--- config.mk ---
export PLATFORM = sky130hd
export DESIGN_NAME = hps_link_top
export DESIGN_NICKNAME = d
export VERILOG_FILES = /design/src/hps_bus_pkg.sv /design/src/hps_core_pkg.sv /design/src/hps_cmd_framer.sv /design/src/uio_regs.sv /design/src/fio_download.sv /design/src/ioctl_credit_buffer.sv /design/src/hps_link_top.sv
export SDC_FILE = /design/constraint.sdc
export NUM_CORES = 1
export LEC_CHECK = 0
export ABC_AREA = 1
export BUFFER_PORTS_ARGS = -buffer_cell sky130_fd_sc_hd__buf_4
export CORE_MARGIN = 2
export CORE_UTILIZATION = 35
export CTS_CLUSTER_SIZE = 25
export DETAILED_ROUTE_END_ITERATION = 10
export PLACE_DENSITY = 0.61
export SYNTH_ARGS = -nofsm -noshare
export SYNTH_HDL_FRONTEND = slang
export SYNTH_HIERARCHICAL = 1
export SYNTH_SLANG_ARGS = --single-unit
--- constraint.sdc ---
create_clock -name clk_sys -period 7.2 [get_ports clk_sys]
set_input_delay 1.44 -clock clk_sys [delete_from_list [all_inputs] [get_ports clk_sys]]
set_output_delay 1.44 -clock clk_sys [all_outputs]
set_load 0.01 [all_outputs]
--- src/hps_bus_pkg.sv ---
// host word bus package with word types and command codes for both channels
package hps_bus_pkg;

	//////////////////////////////
	// bus types
	//////////////////////////////

	// one word on the host bus
	typedef logic [15:0] word_t;

	// word position in a transfer, saturates at 15
	typedef logic [3:0] word_idx_t;

	//////////////////////////////
	// user-io commands
	//////////////////////////////

	localparam word_t CMD_CFG        = 16'h0001;
	localparam word_t CMD_JOY0       = 16'h0002;
	localparam word_t CMD_JOY1       = 16'h0003;
	localparam word_t CMD_JOY2       = 16'h0010;
	localparam word_t CMD_JOY3       = 16'h0011;
	localparam word_t CMD_JOY4       = 16'h0012;
	localparam word_t CMD_JOY5       = 16'h0013;
	localparam word_t CMD_STATUS     = 16'h001e;
	localparam word_t CMD_STATUS_REQ = 16'h0029;
	localparam word_t CMD_MENUMASK   = 16'h002e;

	//////////////////////////////
	// file-io commands
	//////////////////////////////

	localparam word_t FIO_FILE_TX     = 16'h0053;
	localparam word_t FIO_FILE_TX_DAT = 16'h0054;
	localparam word_t FIO_FILE_INDEX  = 16'h0055;
	localparam word_t FIO_FILE_INFO   = 16'h0056;

	// upper nibble of the status request reply
	localparam logic [3:0] STATUS_REQ_TAG = 4'ha;

endpackage

--- src/hps_core_pkg.sv ---
// core-side package with output word types and download path constants
package hps_core_pkg;

	//////////////////////////////
	// register types
	//////////////////////////////

	typedef logic [31:0] joy_t;
	typedef logic [63:0] status_t;
	typedef logic [15:0] cfg_t;

	//////////////////////////////
	// download path
	//////////////////////////////

	// byte address, 128 MB range
	typedef logic [26:0] ioctl_addr_t;
	typedef logic [15:0] ioctl_data_t;
	typedef logic [31:0] file_ext_t;

	// 16-bit words, so two bytes per word
	localparam ioctl_addr_t ADDR_STEP = 27'd2;

	localparam int BUF_DEPTH = 4;

	typedef logic [1:0] credit_t;
	typedef logic [2:0] buf_cnt_t;

	// credits granted to the core out of reset
	localparam credit_t CORE_CREDITS = 2'd2;

endpackage

--- src/hps_cmd_framer.sv ---
// command framer that tracks the command and word index of one enable-framed channel
module hps_cmd_framer (
	input  logic                  clk_sys,
	input  logic                  arst_n,
	input  logic                  enable,
	input  logic                  strobe,
	input  hps_bus_pkg::word_t    din,
	output logic                  word_stb,
	output hps_bus_pkg::word_t    cmd,
	output hps_bus_pkg::word_idx_t word_idx
);

	import hps_bus_pkg::*;

	word_idx_t cnt_q;
	word_t     cmd_q;

	// strobes outside this channel's transfer are not ours
	assign word_stb = enable & strobe;

	//////////////////////////////
	// word counter
	//////////////////////////////

	always_ff @(posedge clk_sys or negedge arst_n) begin
		if (!arst_n) begin
			cnt_q <= '0;
		end else if (!enable) begin
			// enable low closes the transfer
			cnt_q <= '0;
		end else if (strobe && (cnt_q != '1)) begin
			cnt_q <= cnt_q + 4'd1;
		end
	end

	//////////////////////////////
	// command capture
	//////////////////////////////

	always_ff @(posedge clk_sys or negedge arst_n) begin
		if (!arst_n) begin
			cmd_q <= '0;
		end else if (!enable) begin
			cmd_q <= '0;
		end else if (strobe && (cnt_q == '0)) begin
			// first word of the transfer
			cmd_q <= din;
		end
	end

	assign cmd = cmd_q;

	// idle channel reads as word 0 right away
	assign word_idx = enable ? cnt_q : '0;

endmodule

--- src/uio_regs.sv ---
// user-io register file with joysticks, status, cfg, status request capture and readback
module uio_regs (
	input  logic                   clk_sys,
	input  logic                   arst_n,
	input  logic                   word_stb,
	input  hps_bus_pkg::word_t     cmd,
	input  hps_bus_pkg::word_idx_t word_idx,
	input  hps_bus_pkg::word_t     din,
	input  hps_core_pkg::status_t  status_in,
	input  logic                   status_set,
	input  hps_bus_pkg::word_t     status_menumask,
	output hps_bus_pkg::word_t     io_dout,
	output hps_core_pkg::joy_t     joystick_0,
	output hps_core_pkg::joy_t     joystick_1,
	output hps_core_pkg::joy_t     joystick_2,
	output hps_core_pkg::joy_t     joystick_3,
	output hps_core_pkg::joy_t     joystick_4,
	output hps_core_pkg::joy_t     joystick_5,
	output hps_core_pkg::status_t  status,
	output logic [1:0]             buttons,
	output logic                   forced_scandoubler,
	output logic                   direct_video
);

	import hps_bus_pkg::*;
	import hps_core_pkg::*;

	joy_t       joy_q [6];
	status_t    status_q;
	cfg_t       cfg_q;
	status_t    status_req_q;
	logic [3:0] req_cnt_q;
	logic       status_set_q;
	logic       joy_hit;
	logic [2:0] joy_sel;
	logic       pay_stb;
	word_t      rd_word;

	// payload words only, command word is handled by the framer
	assign pay_stb = word_stb && (word_idx != '0);

	// joystick command to slot
	always_comb begin
		joy_hit = 1'b1;
		joy_sel = 3'd0;
		case (cmd)
			CMD_JOY0: joy_sel = 3'd0;
			CMD_JOY1: joy_sel = 3'd1;
			CMD_JOY2: joy_sel = 3'd2;
			CMD_JOY3: joy_sel = 3'd3;
			CMD_JOY4: joy_sel = 3'd4;
			CMD_JOY5: joy_sel = 3'd5;
			default: joy_hit = 1'b0;
		endcase
	end

	//////////////////////////////
	// register writes
	//////////////////////////////

	always_ff @(posedge clk_sys or negedge arst_n) begin
		if (!arst_n) begin
			for (int i = 0; i < 6; i++) begin
				joy_q[i] <= '0;
			end
			status_q <= '0;
			cfg_q    <= '0;
		end else if (pay_stb) begin
			if (joy_hit) begin
				// low half first
				if (word_idx == 4'd1) joy_q[joy_sel][15:0]  <= din;
				if (word_idx == 4'd2) joy_q[joy_sel][31:16] <= din;
			end
			if (cmd == CMD_STATUS) begin
				case (word_idx)
					4'd1: status_q[15:0]  <= din;
					4'd2: status_q[31:16] <= din;
					4'd3: status_q[47:32] <= din;
					4'd4: status_q[63:48] <= din;
					default: ;
				endcase
			end
			if ((cmd == CMD_CFG) && (word_idx == 4'd1)) cfg_q <= din;
		end
	end

	//////////////////////////////
	// status request capture
	//////////////////////////////

	always_ff @(posedge clk_sys or negedge arst_n) begin
		if (!arst_n) begin
			status_set_q <= 1'b0;
			req_cnt_q    <= '0;
			status_req_q <= '0;
		end else begin
			status_set_q <= status_set;
			if (status_set && !status_set_q) begin
				req_cnt_q    <= req_cnt_q + 4'd1;
				status_req_q <= status_in;
			end
		end
	end

	//////////////////////////////
	// readback
	//////////////////////////////

	always_comb begin
		rd_word = '0;
		if (word_idx == '0) begin
			// command word itself, din holds the code
			if (din == CMD_STATUS_REQ) rd_word = {8'h00, STATUS_REQ_TAG, req_cnt_q};
		end else begin
			case (cmd)
				CMD_STATUS_REQ: begin
					case (word_idx)
						4'd1: rd_word = status_req_q[15:0];
						4'd2: rd_word = status_req_q[31:16];
						4'd3: rd_word = status_req_q[47:32];
						4'd4: rd_word = status_req_q[63:48];
						default: ;
					endcase
				end
				CMD_MENUMASK: if (word_idx == 4'd1) rd_word = status_menumask;
				default: ;
			endcase
		end
	end

	// idle channel shows word 0 and clears the reply
	always_ff @(posedge clk_sys or negedge arst_n) begin
		if (!arst_n) begin
			io_dout <= '0;
		end else if (word_stb) begin
			io_dout <= rd_word;
		end else if (word_idx == '0) begin
			io_dout <= '0;
		end
	end

	assign joystick_0 = joy_q[0];
	assign joystick_1 = joy_q[1];
	assign joystick_2 = joy_q[2];
	assign joystick_3 = joy_q[3];
	assign joystick_4 = joy_q[4];
	assign joystick_5 = joy_q[5];
	assign status     = status_q;

	// cfg bit map
	assign buttons            = cfg_q[1:0];
	assign forced_scandoubler = cfg_q[4];
	assign direct_video       = cfg_q[10];

endmodule

--- src/fio_download.sv ---
// file-io command handling with file index, extension and download address generation
module fio_download (
	input  logic                       clk_sys,
	input  logic                       arst_n,
	input  logic                       word_stb,
	input  hps_bus_pkg::word_t         cmd,
	input  hps_bus_pkg::word_idx_t     word_idx,
	input  hps_bus_pkg::word_t         din,
	output logic                       ioctl_download,
	output hps_bus_pkg::word_t         ioctl_index,
	output hps_core_pkg::file_ext_t    ioctl_file_ext,
	output logic                       push,
	output hps_core_pkg::ioctl_addr_t  push_addr,
	output hps_core_pkg::ioctl_data_t  push_data
);

	import hps_bus_pkg::*;
	import hps_core_pkg::*;

	ioctl_addr_t addr_q;
	logic        pay_stb;
	logic        dat_hit;

	assign pay_stb = word_stb && (word_idx != '0);

	// data words count only inside a download
	assign dat_hit = pay_stb && (cmd == FIO_FILE_TX_DAT) && ioctl_download;

	//////////////////////////////
	// command registers
	//////////////////////////////

	always_ff @(posedge clk_sys or negedge arst_n) begin
		if (!arst_n) begin
			ioctl_download <= 1'b0;
			ioctl_index    <= '0;
			ioctl_file_ext <= '0;
			addr_q         <= '0;
		end else if (pay_stb) begin
			case (cmd)
				FIO_FILE_INDEX: begin
					if (word_idx == 4'd1) ioctl_index <= din;
				end
				FIO_FILE_INFO: begin
					// extension arrives high half first
					if (word_idx == 4'd1) ioctl_file_ext[31:16] <= din;
					if (word_idx == 4'd2) ioctl_file_ext[15:0]  <= din;
				end
				FIO_FILE_TX: begin
					case (word_idx)
						4'd1: begin
							if (din[7:0] != 8'h00) begin
								ioctl_download <= 1'b1;
								addr_q         <= '0;
							end else begin
								ioctl_download <= 1'b0;
							end
						end
						4'd2: addr_q[15:0]  <= din;
						4'd3: addr_q[26:16] <= din[10:0];
						default: ;
					endcase
				end
				FIO_FILE_TX_DAT: begin
					if (ioctl_download) addr_q <= addr_q + ADDR_STEP;
				end
				default: ;
			endcase
		end
	end

	//////////////////////////////
	// buffer push
	//////////////////////////////

	always_ff @(posedge clk_sys or negedge arst_n) begin
		if (!arst_n) begin
			push <= 1'b0;
		end else begin
			push <= dat_hit;
		end
	end

	// address before the step goes with the word
	always_ff @(posedge clk_sys) begin
		if (dat_hit) begin
			push_addr <= addr_q;
			push_data <= din;
		end
	end

endmodule

--- src/ioctl_credit_buffer.sv ---
// download word buffer that delivers writes to the core against returned credits
module ioctl_credit_buffer (
	input  logic                      clk_sys,
	input  logic                      arst_n,
	input  logic                      push,
	input  hps_core_pkg::ioctl_addr_t push_addr,
	input  hps_core_pkg::ioctl_data_t push_data,
	input  logic                      ioctl_credit,
	output logic                      host_busy,
	output logic                      ioctl_wr,
	output hps_core_pkg::ioctl_addr_t ioctl_addr,
	output hps_core_pkg::ioctl_data_t ioctl_dout
);

	import hps_core_pkg::*;

	ioctl_addr_t addr_mem [BUF_DEPTH];
	ioctl_data_t data_mem [BUF_DEPTH];

	logic [$clog2(BUF_DEPTH)-1:0] wr_ptr;
	logic [$clog2(BUF_DEPTH)-1:0] rd_ptr;
	buf_cnt_t fill;
	credit_t  credit;
	logic     push_ok;
	logic     issue;

	assign push_ok = push && (fill != buf_cnt_t'(BUF_DEPTH));
	assign issue   = (fill != '0) && (credit != '0);

	// one slot kept free for a word still in flight
	assign host_busy = (fill >= buf_cnt_t'(BUF_DEPTH - 1));

	always_ff @(posedge clk_sys) begin
		if (push_ok) begin
			addr_mem[wr_ptr] <= push_addr;
			data_mem[wr_ptr] <= push_data;
		end
	end

	//////////////////////////////
	// pointers, fill and credits
	//////////////////////////////

	always_ff @(posedge clk_sys or negedge arst_n) begin
		if (!arst_n) begin
			wr_ptr   <= '0;
			rd_ptr   <= '0;
			fill     <= '0;
			credit   <= CORE_CREDITS;
			ioctl_wr <= 1'b0;
		end else begin
			if (push_ok) wr_ptr <= wr_ptr + 2'd1;
			if (issue) rd_ptr <= rd_ptr + 2'd1;
			case ({push_ok, issue})
				2'b10: fill <= fill + 3'd1;
				2'b01: fill <= fill - 3'd1;
				default: ;
			endcase
			// a write spends one credit and a credit pulse returns one
			case ({issue, ioctl_credit})
				2'b10: credit <= credit - 2'd1;
				2'b01: credit <= credit + 2'd1;
				default: ;
			endcase
			ioctl_wr <= issue;
		end
	end

	always_ff @(posedge clk_sys) begin
		if (issue) begin
			ioctl_addr <= addr_mem[rd_ptr];
			ioctl_dout <= data_mem[rd_ptr];
		end
	end

endmodule

--- src/hps_link_top.sv ---
// host-to-core link top with framers, user-io registers, download path and buffer
module hps_link_top (
	input  logic                      clk_sys,
	input  logic                      arst_n,
	input  logic                      io_enable,
	input  logic                      fp_enable,
	input  logic                      io_strobe,
	input  hps_bus_pkg::word_t        io_din,
	output hps_bus_pkg::word_t        io_dout,
	output logic                      host_busy,
	input  hps_core_pkg::status_t     status_in,
	input  logic                      status_set,
	input  hps_bus_pkg::word_t        status_menumask,
	output hps_core_pkg::joy_t        joystick_0,
	output hps_core_pkg::joy_t        joystick_1,
	output hps_core_pkg::joy_t        joystick_2,
	output hps_core_pkg::joy_t        joystick_3,
	output hps_core_pkg::joy_t        joystick_4,
	output hps_core_pkg::joy_t        joystick_5,
	output hps_core_pkg::status_t     status,
	output logic [1:0]                buttons,
	output logic                      forced_scandoubler,
	output logic                      direct_video,
	output logic                      ioctl_download,
	output hps_bus_pkg::word_t        ioctl_index,
	output hps_core_pkg::file_ext_t   ioctl_file_ext,
	output logic                      ioctl_wr,
	output hps_core_pkg::ioctl_addr_t ioctl_addr,
	output hps_core_pkg::ioctl_data_t ioctl_dout,
	input  logic                      ioctl_credit
);

	import hps_bus_pkg::*;
	import hps_core_pkg::*;

	logic        uio_stb;
	word_t       uio_cmd;
	word_idx_t   uio_idx;
	logic        fio_stb;
	word_t       fio_cmd;
	word_idx_t   fio_idx;
	logic        push;
	ioctl_addr_t push_addr;
	ioctl_data_t push_data;

	//////////////////////////////
	// channel framers
	//////////////////////////////

	hps_cmd_framer uio_framer_i (
		.clk_sys  (clk_sys),
		.arst_n   (arst_n),
		.enable   (io_enable),
		.strobe   (io_strobe),
		.din      (io_din),
		.word_stb (uio_stb),
		.cmd      (uio_cmd),
		.word_idx (uio_idx)
	);

	hps_cmd_framer fio_framer_i (
		.clk_sys  (clk_sys),
		.arst_n   (arst_n),
		.enable   (fp_enable),
		.strobe   (io_strobe),
		.din      (io_din),
		.word_stb (fio_stb),
		.cmd      (fio_cmd),
		.word_idx (fio_idx)
	);

	//////////////////////////////
	// user-io and file-io
	//////////////////////////////

	uio_regs uio_regs_i (
		.clk_sys            (clk_sys),
		.arst_n             (arst_n),
		.word_stb           (uio_stb),
		.cmd                (uio_cmd),
		.word_idx           (uio_idx),
		.din                (io_din),
		.status_in          (status_in),
		.status_set         (status_set),
		.status_menumask    (status_menumask),
		.io_dout            (io_dout),
		.joystick_0         (joystick_0),
		.joystick_1         (joystick_1),
		.joystick_2         (joystick_2),
		.joystick_3         (joystick_3),
		.joystick_4         (joystick_4),
		.joystick_5         (joystick_5),
		.status             (status),
		.buttons            (buttons),
		.forced_scandoubler (forced_scandoubler),
		.direct_video       (direct_video)
	);

	fio_download fio_download_i (
		.clk_sys        (clk_sys),
		.arst_n         (arst_n),
		.word_stb       (fio_stb),
		.cmd            (fio_cmd),
		.word_idx       (fio_idx),
		.din            (io_din),
		.ioctl_download (ioctl_download),
		.ioctl_index    (ioctl_index),
		.ioctl_file_ext (ioctl_file_ext),
		.push           (push),
		.push_addr      (push_addr),
		.push_data      (push_data)
	);

	// download words towards the core
	ioctl_credit_buffer ioctl_credit_buffer_i (
		.clk_sys      (clk_sys),
		.arst_n       (arst_n),
		.push         (push),
		.push_addr    (push_addr),
		.push_data    (push_data),
		.ioctl_credit (ioctl_credit),
		.host_busy    (host_busy),
		.ioctl_wr     (ioctl_wr),
		.ioctl_addr   (ioctl_addr),
		.ioctl_dout   (ioctl_dout)
	);

endmodule

; ---- Word level (Yosys, flattened, before mapping)
; Memory sizes are Yosys's and may differ from the RTL's. A register that Yosys moved wholly into a read port is not among the register bits.
; Index checks and enable logic that the tools add are counted.
[word_totals]
output_inout_bits = 370
mem_count = 2
input_bits = 103
latch_bits = 0
register_bits = 522
wordCells = 166
rom_bits = 0
ram_bits = 172
[op_classes]
eq_ne = 37
n_reduce_logical = 39
mux = 39
n_shift = 0
mul = 0
magnitude_cmp = 3
bitwise = 3
div_mod_pow = 0
addsub = 10
[memory_table]
columns = memory, depth, word_bits, read_ports, rd_clocked_by_memory_dff, wr, line
row1 = ioctl_credit_buffer_i.addr_mem, 4, 27, 1, 1, 1, ioctl_credit_buffer.sv:17  ; ioctl_addr_t addr_mem [BUF_DEPTH];
row2 = ioctl_credit_buffer_i.data_mem, 4, 16, 1, 1, 1, ioctl_credit_buffer.sv:18  ; ioctl_data_t data_mem [BUF_DEPTH];
[op_table]
columns = cell, n
row1 = 192-bit 2-to-1 mux, 4
row2 = 192-bit bitwise mux, 2
row3 = 32-bit demux with 3-bit select, 2
row4 = 16-bit 2-to-1 mux, 9
row5 = "16-bit by 5-bit == test with 1-bit output, second input constant", 5
row6 = "16-bit by 7-bit == test with 1-bit output, second input constant", 4
row7 = 16-bit case mux with 2 select lines, 2
row8 = 16-bit case mux with 4 select lines, 1
row9 = 27-bit 2-to-1 mux, 2
row10 = 27-bit case mux with 2 select lines, 1
row11 = "16-bit by 6-bit == test with 1-bit output, second input constant", 3
row12 = "16-bit by 2-bit == test with 1-bit output, second input constant", 2
row13 = 32-bit 2-to-1 mux, 1
row14 = "27-bit by 2-bit adder with 27-bit output, second input constant", 1
row15 = 4-bit 2-to-1 mux, 6
row16 = 3-bit AND reduction, 8
row17 = 11-bit case mux with 2 select lines, 1
row18 = "16-bit by 1-bit == test with 1-bit output, second input constant", 1
row19 = "4-bit by 2-bit == test with 1-bit output, second input constant", 4
row20 = 3-bit case mux with 5 select lines, 1
row21 = 1-bit logical AND, 13
row22 = "4-bit by 1-bit adder with 4-bit output, second input constant", 3
row23 = 4-bit logical NOT, 3
row24 = "2-bit by 1-bit != test with 1-bit output, second input constant", 5
row25 = other kinds (28), 47

; ---- Longest topological paths before layout
; Gate-level depths: netlist (run 1).
[depth]
ltp_word = 13
mapped_depth = 15
depth_no_buf = 12

; ---- Modules after synthesis
; The synthesis (run 1) kept the hierarchy.
[by_module_without_submodules]
columns = mod, area_each_um2, instances, cells_each, seq_area_each_um2
row1 = uio_regs, 14928.1, 1, 1716, 8633.3
row2 = ioctl_credit_buffer, 8759.7, 1, 621, 6707.7
row3 = fio_download, 5567.8, 1, 627, 3218.1
row4 = hps_cmd_framer, 991.0, 2, 113, 500.5

; ---- Least setup slack after synthesis (run 1)
; Ideal clock, no wire load.
[synth_timing]
path_kind = in2reg
startpoint = input port fp_enable
endpoint = register fio_download_i.push_addr[0], enable pin
required_ps = 6647
n_path_buf = 2
setup_slack_ps = 351
setup_time_ps = 553
arrival_time_ps = 6296
path_stages = 8
path_cell_list = clkbuf_2 > buf_2 > nand2_1 > inv_1 > inv_1 > nand2_2 > o21ai_2 > nor4_1
[synth_between]
elab_chain_cells = 5
word_cells_on_any_way = 6
cone_classes = mux: 1 / bitwise: 1 / reduce/logical: 4
[synth_lines]
columns = element, line
row1 = "start, declared", hps_link_top.sv:6  ; input logic fp_enable,
row2 = 4-bit 2-to-1 mux, hps_cmd_framer.sv:54  ; assign word_idx = enable ? cnt_q : '0;
row3 = net fio_idx[0], hps_link_top.sv:41  ; word_idx_t fio_idx;
row4 = 4-bit nonzero test, fio_download.sv:24  ; assign pay_stb = word_stb && (word_idx != '0);
row5 = 1-bit logical AND, fio_download.sv:24
row6 = 1-bit logical AND (2 in series), fio_download.sv:27  ; assign dat_hit = pay_stb && (cmd == FIO_FILE_TX_DAT) && ioctl_download;
row7 = net fio_download_i.dat_hit, fio_download.sv:22  ; logic dat_hit;
row8 = "end signal, assigned", fio_download.sv:87  ; push_addr <= addr_q;
row9 = "end, declared", fio_download.sv:13  ; output hps_core_pkg::ioctl_addr_t push_addr,
; The timed path passes the listed nets, and every way through them passes these cells.
; A chain may end at the register's enable or synchronous reset.

; ---- Worst setup path in the final report (run 1)
[layout_timing]
startpoint = input port io_enable
endpoint = register uio_regs_i.joy_q, in the netlist uio_regs_i/joystick_0[4]
[layout_between]
word_cells_on_any_way = 12
cone_classes = eq/ne: 2 / mux: 6 / bitwise: 1 / reduce/logical: 3
[layout_lines]
columns = element, line
row1 = "start, declared", hps_link_top.sv:5  ; input logic io_enable,
row2 = 1-bit bitwise AND, hps_cmd_framer.sv:19  ; assign word_stb = enable & strobe;
row3 = net uio_stb, hps_link_top.sv:36  ; logic uio_stb;
row4 = 1-bit logical AND, uio_regs.sv:40  ; assign pay_stb = word_stb && (word_idx != '0);
row5 = 2-bit AND reduction (no source line), -
row6 = "end signal, assigned by index", uio_regs.sv:71  ; if (word_idx == 4'd1) joy_q[joy_sel][15:0] <= din;
row7 = "end signal, assigned by index", uio_regs.sv:72  ; if (word_idx == 4'd2) joy_q[joy_sel][31:16] <= din;
row8 = "end, declared", uio_regs.sv:28  ; joy_t joy_q [6];
; The timed path passes the listed nets, and every way through them passes these cells. The select of a mux whose other input is x is not followed.

==> results by group, run 1 <==
Run status
  • Status: complete, no violations

Logic synthesis
  • Compound-Gate Fraction of Synth Area: 8.42%
  • Largest family of logic cells by synthesized area: simple AND/OR/NAND/NOR gates
  • Seq/Total Area, Yosys: 62.6%
  • Syn Inst Count: 3190
  • Fraction of synthesized area in multiplexers: 0%
  • Number of synthesized flops with an enable pin: 258
  • Yosys warning count: 6
  • XOR/XNOR Fraction of Synth Area: 0.393%
  • Synthesized net count: 3306
  • Adder-cell area share of the yosys netlist: 0.545%
  • Post-Syn Area: 31200 um^2
  • Synth Flop Type: dfrtp_1
  • Post-synthesis async set-or-reset flop share: 64.7%
  • Post-Synth Simple-Gate Area: 21.0%
  • Post-synthesis cell type count: 42
  • Syn avg cell area: 9.79 um^2
  • FF+latch count, synth: 730

Timing
  • Max_slew headroom: 20.8%
  • Final setup fails: 0
  • Post-route minimum period: 4.45 ns
  • Clock Skew: 0.0494 ns
  • Fin. Hold Viols: 0
  • Fin crit share: 61.8%
  • Final setup TNS: 0 ns
  • Tightest Pin Transition: 1.18 ns
  • RSZ-0062 raised after global routing: false
  • Achievable Freq: 0.225 GHz
  • Fin. max-slew vios: 0

Job
  • Max capacitance violation total: 0

Power
  • Sw Pwr: 2.79 mW
  • LEAKAGE: 18.0 nW
  • Peak VDD IR: 0.000319 V
  • Clock power share: 40.5%
  • Combinational power share: 13.7%
  • Switching Fraction: 27.1%
  • Power per cell area: 269 nW/um^2
  • Flop pwr share: 45.7%
  • Total power: 10.3 mW
  • Int Pwr: 7.49 mW

CTS
  • Latest clock arrival within the worst-skew pair: 0.64 ns
  • Post-CTS setup buffers: 0
  • Root buf cell: clkbuf_16
  • Clock transition at path regs: 0.06 ns
  • # clock sinks: 730
  • H-tree Lvls: 3
  • Clock tree buffer depth: 3
  • CTS tree: done
  • Quantity of gates resized following cts: 0
  • Num CTS Buffers: 81
  • Post-CTS Hold Fix Bufs: 0

Drt
  • Routed WL per cell: 19.9 um
  • Post-DRT Antenna Nets: 0
  • Initial DRT Pass Iterations: 5
  • DR vias: 23500
  • Vias per inst: 4.87
  • Post-route DRC: 0
  • Drt total wl: 96200 um
  • Detailed Route Iter0 Violations: 2256

Die
  • Initial Utilization: 35.3%
  • Die H: 303 um
  • Die Width: 303 um
  • Die area: 91700 um^2
  • Row count: 109
  • IO Count: 473
  • Core Region: 88400 um^2

Global route
  • Global-route usage over all layers: 20.7%
  • Number of global-route vias before repair: 21800
  • Overflow after GRT: 0
  • Antenna violations before repair: 1
  • Global-route wire length before repair: 142000 um
  • Largest net degree at the start of global routing: 130

Placement
  • Detailed-placement wirelength estimate: 62900 um
  • I/O Buffers: 472
  • Placer Congestion: 0.822

Final layout
  • Proportion of layout cells with a drive suffix above 1: 19.4%
  • Diodes inserted: 0
  • Fin nets: 3710
  • Layout area overhead: 22.3%

Worst setup path
  • Critical path required time: 7.72 ns
  • Slowest-stage cell, CP: nand4_1
  • Crit path launch type: primary input
  • R2r startpoint: uio_framer_i/cnt_q[2]
  • Max incr delay on CP: 1.03 ns
  • CP max FO: 53
  • Crit path capture type: flop
  • Crit-path cells: buf_4 -> nand2_1 -> inv_1 -> nand2_2 -> clkinv_1 -> buf_4 -> nand4_1 -> o21ai_0
  • Crit path top cell by count: buf_4
  • Reg2reg setup slack: 3.64 ns
  • FF-to-FF path depth: 9
  • R2r endpoint: uio_regs_i/joystick_0[4]
  • Critical Setup Path Class: in -> reg
  • Worst path arrival time: 4.97 ns

Worst hold path
  • Hold Path Sink: ioctl_credit_buffer_i/credit[1]
  • Hold Crit Depth: 2
  • Critical hold path startpoint: ioctl_credit_buffer_i/credit[1]
  • Worst min-delay path class: reg -> reg
logic make-up after synthesis:
kind of cell	count (synthesis)
AOI/OAI and AO/OA	442
buffers and inverters	493
DFF	730
xor gates and xnor gates	14
adders and majority gates	13
and+or+nand+nor	1498
worst max path at each step:
stage | startpoint | to | cells past startpoint
2_1_floorplan | fp_enable | fio_download_i/push_addr[0] | 8
3_3_place_gp | io_enable | uio_regs_i/joystick_0[7] | 8
3_5_place_dp | io_enable | uio_regs_i/joystick_0[20] | 8
4_1_cts | io_enable | uio_regs_i/joystick_0[18] | 8
5_1_grt | io_enable | uio_regs_i/joystick_0[30] | 8
6_report | io_enable | uio_regs_i/joystick_0[4] | 8
state kept, by name, indices dropped and copies added, names as in the netlist, 4 cells and up:
name and cells:
ioctl_credit_buffer_i/addr_mem 108, ioctl_credit_buffer_i/data_mem 64, uio_regs_i/status 64, uio_regs_i/status_req_q 64, fio_download_i/ioctl_file_ext 32, uio_regs_i/joystick_0 32, uio_regs_i/joystick_1 32, uio_regs_i/joystick_2 32
uio_regs_i/joystick_3 32, uio_regs_i/joystick_4 32, uio_regs_i/joystick_5 32, fio_download_i/addr_q 27, fio_download_i/push_addr 27, ioctl_credit_buffer_i/ioctl_addr 27, fio_download_i/ioctl_index 16, fio_download_i/push_data 16
fio_framer_i/cmd 16, ioctl_credit_buffer_i/ioctl_dout 16, uio_framer_i/cmd 16, uio_regs_i/io_dout 16, fio_framer_i/cnt_q 4, uio_framer_i/cnt_q 4, uio_regs_i/cfg_q 4, uio_regs_i/req_cnt_q 4
layout make-up:
type | count | area [um^2]
fill | 8544 | 50200
clock buffer | 116 | 2290
sequential | 730 | 19600
timing repair buffer | 495 | 3750
clock inverter | 36 | 407
tap | 1165 | 1460
inverter | 319 | 1200
multi-input combinational | 1967 | 9540
power groups by stage:
stage / Sequential (mW) / Clock (mW) / Combinational, mW
after floorplan: 4.83 / 0 / 0.881
after global placement: 4.77 / 0 / 1.43
after detailed placement: 4.78 / 0 / 1.45
after CTS: 4.70 / 4.27 / 1.45
after global routing: 4.72 / 4.44 / 1.62
final: 4.70 / 4.17 / 1.41
cell usage after synthesis, drive strengths merged, types with 2 or more instances:
| cell | n | area [um^2] |
|---|---|---|
| nand4 | 94 | 588 |
| dfrtp | 471 | 11800 |
| edfxtp | 258 | 7750 |
| xnor2 | 4 | 35.0 |
| nor3 | 59 | 315 |
| o21bai | 68 | 510 |
| a21oi | 21 | 105 |
| o211ai | 86 | 646 |
| inv | 316 | 1190 |
| o22ai | 12 | 75.1 |
| nor2 | 115 | 616 |
| ha | 12 | 150 |
| clkinv | 3 | 11.3 |
| xor2 | 10 | 87.6 |
| o21ai | 255 | 1290 |
| nor4 | 2 | 18.8 |
| clkbuf | 86 | 327 |
| buf | 88 | 672 |
| nand3b | 2 | 27.5 |
| nand3 | 178 | 963 |
| nand2 | 1046 | 4020 |
per-stage QoR:
step	worst slack [ns]	instances	utilization, %	hold WS [ns]	instance area, um^2
2_1_floorplan	0.351	3190	-	0.419	31200
3_3_place_gp	2.28	4676	40.2	0.453	35500
3_5_place_dp	2.22	4676	40.2	0.458	35500
4_1_cts	2.91	4828	43.2	0.465	38200
5_1_grt	2.41	4828	43.2	0.488	38200
6_report	2.75	4828	43.2	0.464	38200
metal layers:
metal,vias up,share of wire [%],global-route usage [%]
li1,11300,-,-
met1,11300,41,27.3
met2,800,48,33.3
met3,169,8.0,5.33
met4,0,3.3,6.90
met5,-,0,0
worst max-delay path, delay by kind of cell:
kind	cells	cell delay [ns]
AOI/OAI and AO/OA	1	0.56
buffers and inverters	4	1.49
and+or+nand+nor	3	1.40
placed cells by master (no fill, tap or decap), types with 4 or more instances in the layout:
cell / instances
clkinv_2: 16
dfrtp_1: 471
nor3_2: 5
xor2_1: 10
ha_1: 12
clkinv_1: 8
nand3_1: 168
clkbuf_1: 23
nor3_1: 53
nor2_2: 6
edfxtp_1: 258
o21ai_1: 11
clkbuf_8: 11
bufinv_16: 5
clkbuf_16: 82
nand2_1: 1021
nand2_4: 6
nor2_4: 21
inv_1: 306
nand2_2: 19
xnor2_1: 4
nor2_1: 85
o21ai_0: 239
buf_4: 492
nand4_1: 94
o21ai_2: 5
inv_2: 8
nand3_2: 7
o211ai_1: 86
o21bai_1: 68
o22ai_1: 12
a21oi_1: 21
Note: power is estimated with default switching activity, not from simulation.
==> inputs of run 2 (changes only) <==
--- a/config.mk
+++ b/config.mk
@@ -11,7 +11,7 @@
 export CORE_UTILIZATION = 35
 export CTS_CLUSTER_SIZE = 25
 export DETAILED_ROUTE_END_ITERATION = 10
-export PLACE_DENSITY = 0.61
+export PLACE_DENSITY = 0.63
 export SYNTH_ARGS = -nofsm -noshare
 export SYNTH_HDL_FRONTEND = slang
 export SYNTH_HIERARCHICAL = 1
==> constraint.sdc (replaced) <==
create_clock -name clk_sys -period 3.8 [get_ports clk_sys]
set_input_delay 0.76 -clock clk_sys [delete_from_list [all_inputs] [get_ports clk_sys]]
set_output_delay 0.76 -clock clk_sys [all_outputs]
set_load 0.01 [all_outputs]
==> run 2 against run 1 <==
Effect of this change: sequential share of layout area fell by 0.69 points; sequential cell count stayed put; utilization up 0.59 points; clock skew decreased by 0.0029 ns; cell count increased by 0.91%; non-clock buffer count is 39 higher; global-route usage increased by 0.33 points; sequential power is 90% higher; critical endpoint is now uio_regs_i/joystick_3[25].
==> results by group, run 2 (synthesized netlist as in run 1, its figures left out) <==
Final layout
  • Most common cell after layout, fill and taps aside: nand2_1
  • Most flops, register: ioctl_credit_buffer_i/addr_mem
  • Proportion of layout cells with a drive suffix above 1: 20.2%
  • Layout area overhead: 24.0%
  • Largest register FFs: 108
  • Fin nets: 3752
  • Most frequent cells in the layout: 1021 x nand2_1, 527 x buf_4, 471 x dfrtp_1

CTS
  • Clock transition at path regs: 0.06 ns
  • Quantity of gates resized following cts: 0
  • Post-CTS setup buffers: 0
  • Clock tree buffer depth: 3
  • CTS tree: done
  • H-tree Lvls: 3
  • Root buf cell: clkbuf_16
  • # clock sinks: 730
  • Latest clock arrival within the worst-skew pair: 0.67 ns
  • Num CTS Buffers: 84
  • Post-CTS Hold Fix Bufs: 0

Drt
  • Drt total wl: 97600 um
  • Routed WL per cell: 20.0 um
  • Post-DRT Antenna Nets: 0
  • Vias per inst: 4.88
  • Initial DRT Pass Iterations: 5
  • Detailed Route Iter0 Violations: 1874
  • Post-route DRC: 0
  • DR vias: 23800

Timing
  • Achievable Freq: 0.340 GHz
  • Fin. max-slew vios: 0
  • Final setup fails: 0
  • Fin Hold WS: 0.0623 ns
  • RSZ-0062 raised after global routing: false
  • Fin. Hold Viols: 0
  • Max_slew headroom: 35.2%
  • Fin crit share: 77.4%
  • Post-route minimum period: 2.94 ns
  • Tightest Pin Transition: 0.973 ns
  • Clock Skew: 0.0465 ns
  • Final setup TNS: 0 ns

Power
  • Sw Pwr: 5.39 mW
  • LEAKAGE: 18.3 nW
  • Switching Fraction: 27.0%
  • Peak VDD IR: 0.000625 V
  • Clock power share: 41.6%
  • Combinational power share: 13.7%
  • Flop pwr share: 44.7%
  • Int Pwr: 14.6 mW
  • Power per cell area: 516 nW/um^2

Die
  • Core Region: 88400 um^2
  • Die H: 303 um
  • IO Count: 473
  • Die area: 91700 um^2
  • Die Width: 303 um
  • Row count: 109
  • Initial Utilization: 35.3%

Global route
  • Global-route wire length before repair: 144000 um
  • Antenna violations before repair: 3
  • Global-route usage over all layers: 21.0%
  • Largest net degree at the start of global routing: 102
  • Overflow after GRT: 0
  • Number of global-route vias before repair: 22500

Worst setup path
  • Worst path arrival time: 3.48 ns
  • Top delay family on crit path: simple AND/OR/NAND/NOR gates
  • Crit path launch type: flop
  • Crit path capture type: flop
  • Max incr delay on CP: 0.47 ns
  • Worst path buffer plus inverter count: 1
  • Critical Setup Path Class: reg -> reg
  • CP max FO: 30
  • Slowest-stage cell, CP: nand2_2
  • Critical path required time: 4.34 ns
  • Crit-path cells: nor2_1 -> nand3_2 -> nor2_1 -> nand2_1 -> clkinv_1 -> nor2_1 -> nand2_2 -> nand3_2 -> nand2_1 -> nand2_1
  • Reg2reg setup slack: 0.86 ns

Job
  • Max capacitance violation total: 0

Placement
  • I/O Buffers: 472
  • Detailed-placement wirelength estimate: 64400 um
  • Placer Congestion: 0.863

Run status
  • Status: complete, no violations

Worst hold path
  • Worst min-delay path class: in -> async
## run 2: changes by cell type in the layout (fill, tap and decap cells not counted), moves of 2 or more
| cell | delta |
|---|---|
| buf_12 | +4 |
| clkinv_1 | +8 |
| clkbuf_8 | +4 |
| bufinv_16 | +2 |
| clkbuf_16 | +4 |
| inv_6 | +3 |
| clkinv_2 | -9 |
| clkbuf_1 | -6 |
| buf_4 | +35 |
## run 2: final cells by class
type	count	area [um^2]
multi-input combinational	1967	9550
antenna	1	2.50
fill	8452	49600
inverter	319	1200
timing repair buffer	534	4090
clock buffer	118	2420
clock inverter	38	440
sequential	730	19600
tap	1165	1460
## run 2: stage by stage
step | power [mW] | instance area (um^2) | setup WS, ns | cells | utilization, %
CTS | 20.2 | 38700 | 0.871 | 4871 | 43.8
global placement | 11.8 | 35900 | 0.706 | 4715 | 40.6
finish | 20.0 | 38700 | 0.857 | 4872 | 43.8
floorplan | 10.8 | 31300 | 0.458 | 3190 | -
detailed placement | 11.9 | 35900 | 0.621 | 4715 | 40.6
global route | 20.9 | 38700 | 0.644 | 4871 | 43.8
## run 2: layer usage
| metal | vias up | global-route usage [%] | part of all wire, % |
|---|---|---|---|
| met5 | - | 0 | 0 |
| met4 | 0 | 6.98 | 3.0 |
| met3 | 161 | 5.16 | 8.0 |
| met2 | 790 | 34.8 | 49 |
| met1 | 11500 | 27.1 | 40 |
| li1 | 11400 | - | - |
## run 2: power by group through the flow
stage / sequential (mW) / clock (mW) / combinational, mW
after floorplan: 9.15 / 0 / 1.67
after global placement: 9.08 / 0 / 2.74
after detailed placement: 9.09 / 0 / 2.79
after CTS: 8.95 / 8.50 / 2.80
after global routing: 8.98 / 8.81 / 3.09
final: 8.94 / 8.31 / 2.74
## run 2: worst paths after layout
path | endpoint | depth (start not counted) | from
hold / removal | uio_regs_i/status[26] | 1 | arst_n
setup reg to reg | uio_regs_i/joystick_3[25] | 10 | uio_framer_i/cmd[7]
max in group asynchronous | uio_regs_i/status_set_q | 2 | arst_n
min in group clk_sys | uio_regs_i/status_set_q | 1 | status_set
hold reg to reg | ioctl_credit_buffer_i/credit[1] | 2 | ioctl_credit_buffer_i/credit[1]
setup / recovery | uio_regs_i/joystick_3[25] | 10 | uio_framer_i/cmd[7]
## run 2: worst reg2reg max path: cells and delay by family (launching register included)
kind                   cells  cell delay, ns
flip-flops                 1            0.37
buffers and inverters      1            0.37
AND/OR/NAND/NOR            9            2.09
==> inputs of run 3 (changes only) <==
==> constraint.sdc (replaced) <==
create_clock -name clk_sys -period 2.64 [get_ports clk_sys]
set_input_delay 0.528 -clock clk_sys [delete_from_list [all_inputs] [get_ports clk_sys]]
set_output_delay 0.528 -clock clk_sys [all_outputs]
set_load 0.01 [all_outputs]
==> run 3 against run 2 <==
Effect of this change: clock skew up 0.0026 ns; via count grew 1.1%; hold slack gained 0.024 ns; sequential cell count unchanged; first-iteration DRC count is 2.3% higher; sequential power rose by 43%; maximum frequency grew 19%; register-to-register slack got worse by 0.68 ns; wire length increased by 0.87%; largest power group unchanged; largest cell class unchanged; setup slack worse by 0.68 ns; clock power rose by 42%; combinational power grew 49%; critical path type unchanged.
==> results by group, run 3 (synthesized netlist as in run 1, its figures left out) <==
CTS
  • Root buf cell: clkbuf_16
  • H-tree Lvls: 3
  • # clock sinks: 730
  • CTS tree: done
  • Clock tree buffer depth: 3
  • Num CTS Buffers: 81
  • Latest clock arrival within the worst-skew pair: 0.65 ns
  • Clock transition at path regs: 0.06 ns

Global route
  • Number of global-route vias before repair: 23000
  • Global-route usage over all layers: 21.2%
  • Global-route wire length before repair: 146000 um
  • Antenna violations before repair: 2
  • Overflow after GRT: 0
  • Largest net degree at the start of global routing: 97

Worst hold path
  • Hold Path Sink: uio_regs_i/status_req_q[43]
  • Critical hold path startpoint: status_in[43]
  • Hold Crit Depth: 3
  • Worst min-delay path class: in -> reg

Power
  • Peak VDD IR: 0.00102 V
  • Combinational power share: 14.2%
  • Switching Fraction: 27.1%
  • Clock power share: 41.1%
  • Sw Pwr: 7.79 mW
  • Int Pwr: 20.9 mW
  • Total power: 28.7 mW
  • Flop pwr share: 44.7%
  • Power per cell area: 730 nW/um^2
  • LEAKAGE: 18.6 nW

Run status
  • Status: complete, no violations

Placement
  • Placer Congestion: 0.864
  • I/O Buffers: 472
  • Detailed-placement wirelength estimate: 68000 um

Timing
  • RSZ-0062 raised after global routing: true
  • Final setup TNS: 0 ns
  • Max_slew headroom: 52.7%
  • Final setup fails: 0
  • Tightest Pin Transition: 0.706 ns
  • Fin. Hold Viols: 0
  • Clock Skew: 0.0491 ns
  • Fin. max-slew vios: 0
  • Achievable Freq: 0.405 GHz
  • Post-route minimum period: 2.47 ns
  • Fin crit share: 93.4%

Worst setup path
  • FF-to-FF path depth: 9
  • R2r startpoint: uio_framer_i/cmd[7]
  • Critical path required time: 3.16 ns
  • Crit path capture type: flop
  • Reg2reg setup slack: 0.17 ns
  • CP Launch Point: uio_framer_i/cmd[7]
  • Crit path launch type: flop
  • Critical Setup Path Class: reg -> reg
  • Worst path arrival time: 2.99 ns
  • R2r endpoint: uio_regs_i/joystick_5[11]
  • CP max FO: 31

Die
  • Die area: 91700 um^2
  • Row count: 109
  • IO Count: 473
  • Die H: 303 um
  • Initial Utilization: 35.3%
  • Core Region: 88400 um^2
  • Die Width: 303 um

Final layout
  • Layout area overhead: 25.8%
  • Proportion of layout cells with a drive suffix above 1: 21.5%
  • Largest register FFs: 108
  • Most common cell after layout, fill and taps aside: nand2_1
  • Most frequent cells in the layout: 1020 x nand2_1, 572 x buf_4, 471 x dfrtp_1
  • Most flops, register: ioctl_credit_buffer_i/addr_mem
  • Fin nets: 3809

Drt
  • Drt total wl: 98400 um
  • DR vias: 24000
  • Detailed Route Iter0 Violations: 1917
  • Initial DRT Pass Iterations: 5
  • Post-route DRC: 0
  • Vias per inst: 4.88
  • Routed WL per cell: 20.0 um
  • Post-DRT Antenna Nets: 0

Job
  • Max capacitance violation total: 0
-- run 3: changes by cell type in the layout (fill, tap and decap cells not counted), sizes merged --
cell         change
bufinv           +3
buf             +58
clkinvlp         +3
clkinv           -2
clkbuf           -9
dlygate4sd3      +2
-- run 3: area by class of cell --
type	instances	area, um^2
well taps	1165	1460
flip-flops and latches	730	19600
fillers	8451	49100
inverters	319	1200
clock inverters	42	604
clock buffers	109	2210
diodes	1	2.50
multi-input cells	1967	9570
repair buffers	594	4700
-- run 3: power by group through the flow --
stage | registers, mW | logic [mW] | clock network, mW
3_5_place_dp | 13.1 | 4.14 | 0
5_1_grt | 12.9 | 4.60 | 12.6
2_1_floorplan | 13.2 | 2.42 | 0
4_1_cts | 12.8 | 4.16 | 12.1
6_report | 12.8 | 4.08 | 11.8
3_3_place_gp | 13.0 | 4.07 | 0
-- run 3: metrics by stage --
step	hold slack, ns	util, %	cells	worst slack (ns)	area [um^2]
floorplan	0.232	-	3190	-0.303	31300
detailed placement	0.459	41.2	4769	0.0794	36400
global placement	0.452	41.2	4769	0.0562	36400
global route	0.0665	44.5	4927	-0.0118	39300
finish	0.0864	44.5	4927	0.174	39300
CTS	0.0599	44.4	4922	0.0527	39200
-- run 3: per-layer routing --
layer	part of all wire, %	vias up	global-route usage (%)	wire length [um]
met1	41	11700	27.5	40600
met4	2.9	0	6.57	2900
li1	-	11500	-	-
met2	49	744	35.8	48700
met5	0	-	0	0
met3	6.4	153	4.39	6260
-- run 3: critical path, stage by stage, from the launching register on --
cell and delay, ns:
dfrtp_1 0.38, nor2_1 0.25, nand2_1 0.15, inv_1 0.23
nand3b_4 0.19, nand3_2 0.19, nand3_4 0.31, buf_4 0.37
o21bai_1 0.18, nand2_1 0.06
-- run 3: how the worst max path moves through the flow --
stage / to / slack [ns] / depth (start not counted)
global placement: uio_regs_i/joystick_5[11] / 0.06 / 9
floorplan: ioctl_credit_buffer_i/addr_mem[0][0] / -0.30 / 4
CTS: uio_regs_i/joystick_5[11] / 0.05 / 9
global route: uio_regs_i/joystick_2[22] / -0.01 / 10
finish: uio_regs_i/joystick_5[11] / 0.17 / 9
detailed placement: uio_regs_i/joystick_5[11] / 0.08 / 9
-- run 3: timing repair --
item,CTS,global route
endpoints found under the hold margin,33,0
hold buffers,2,0
setup buffers,0,4
resized for setup,0,1
setup endpoints to repair,0,45
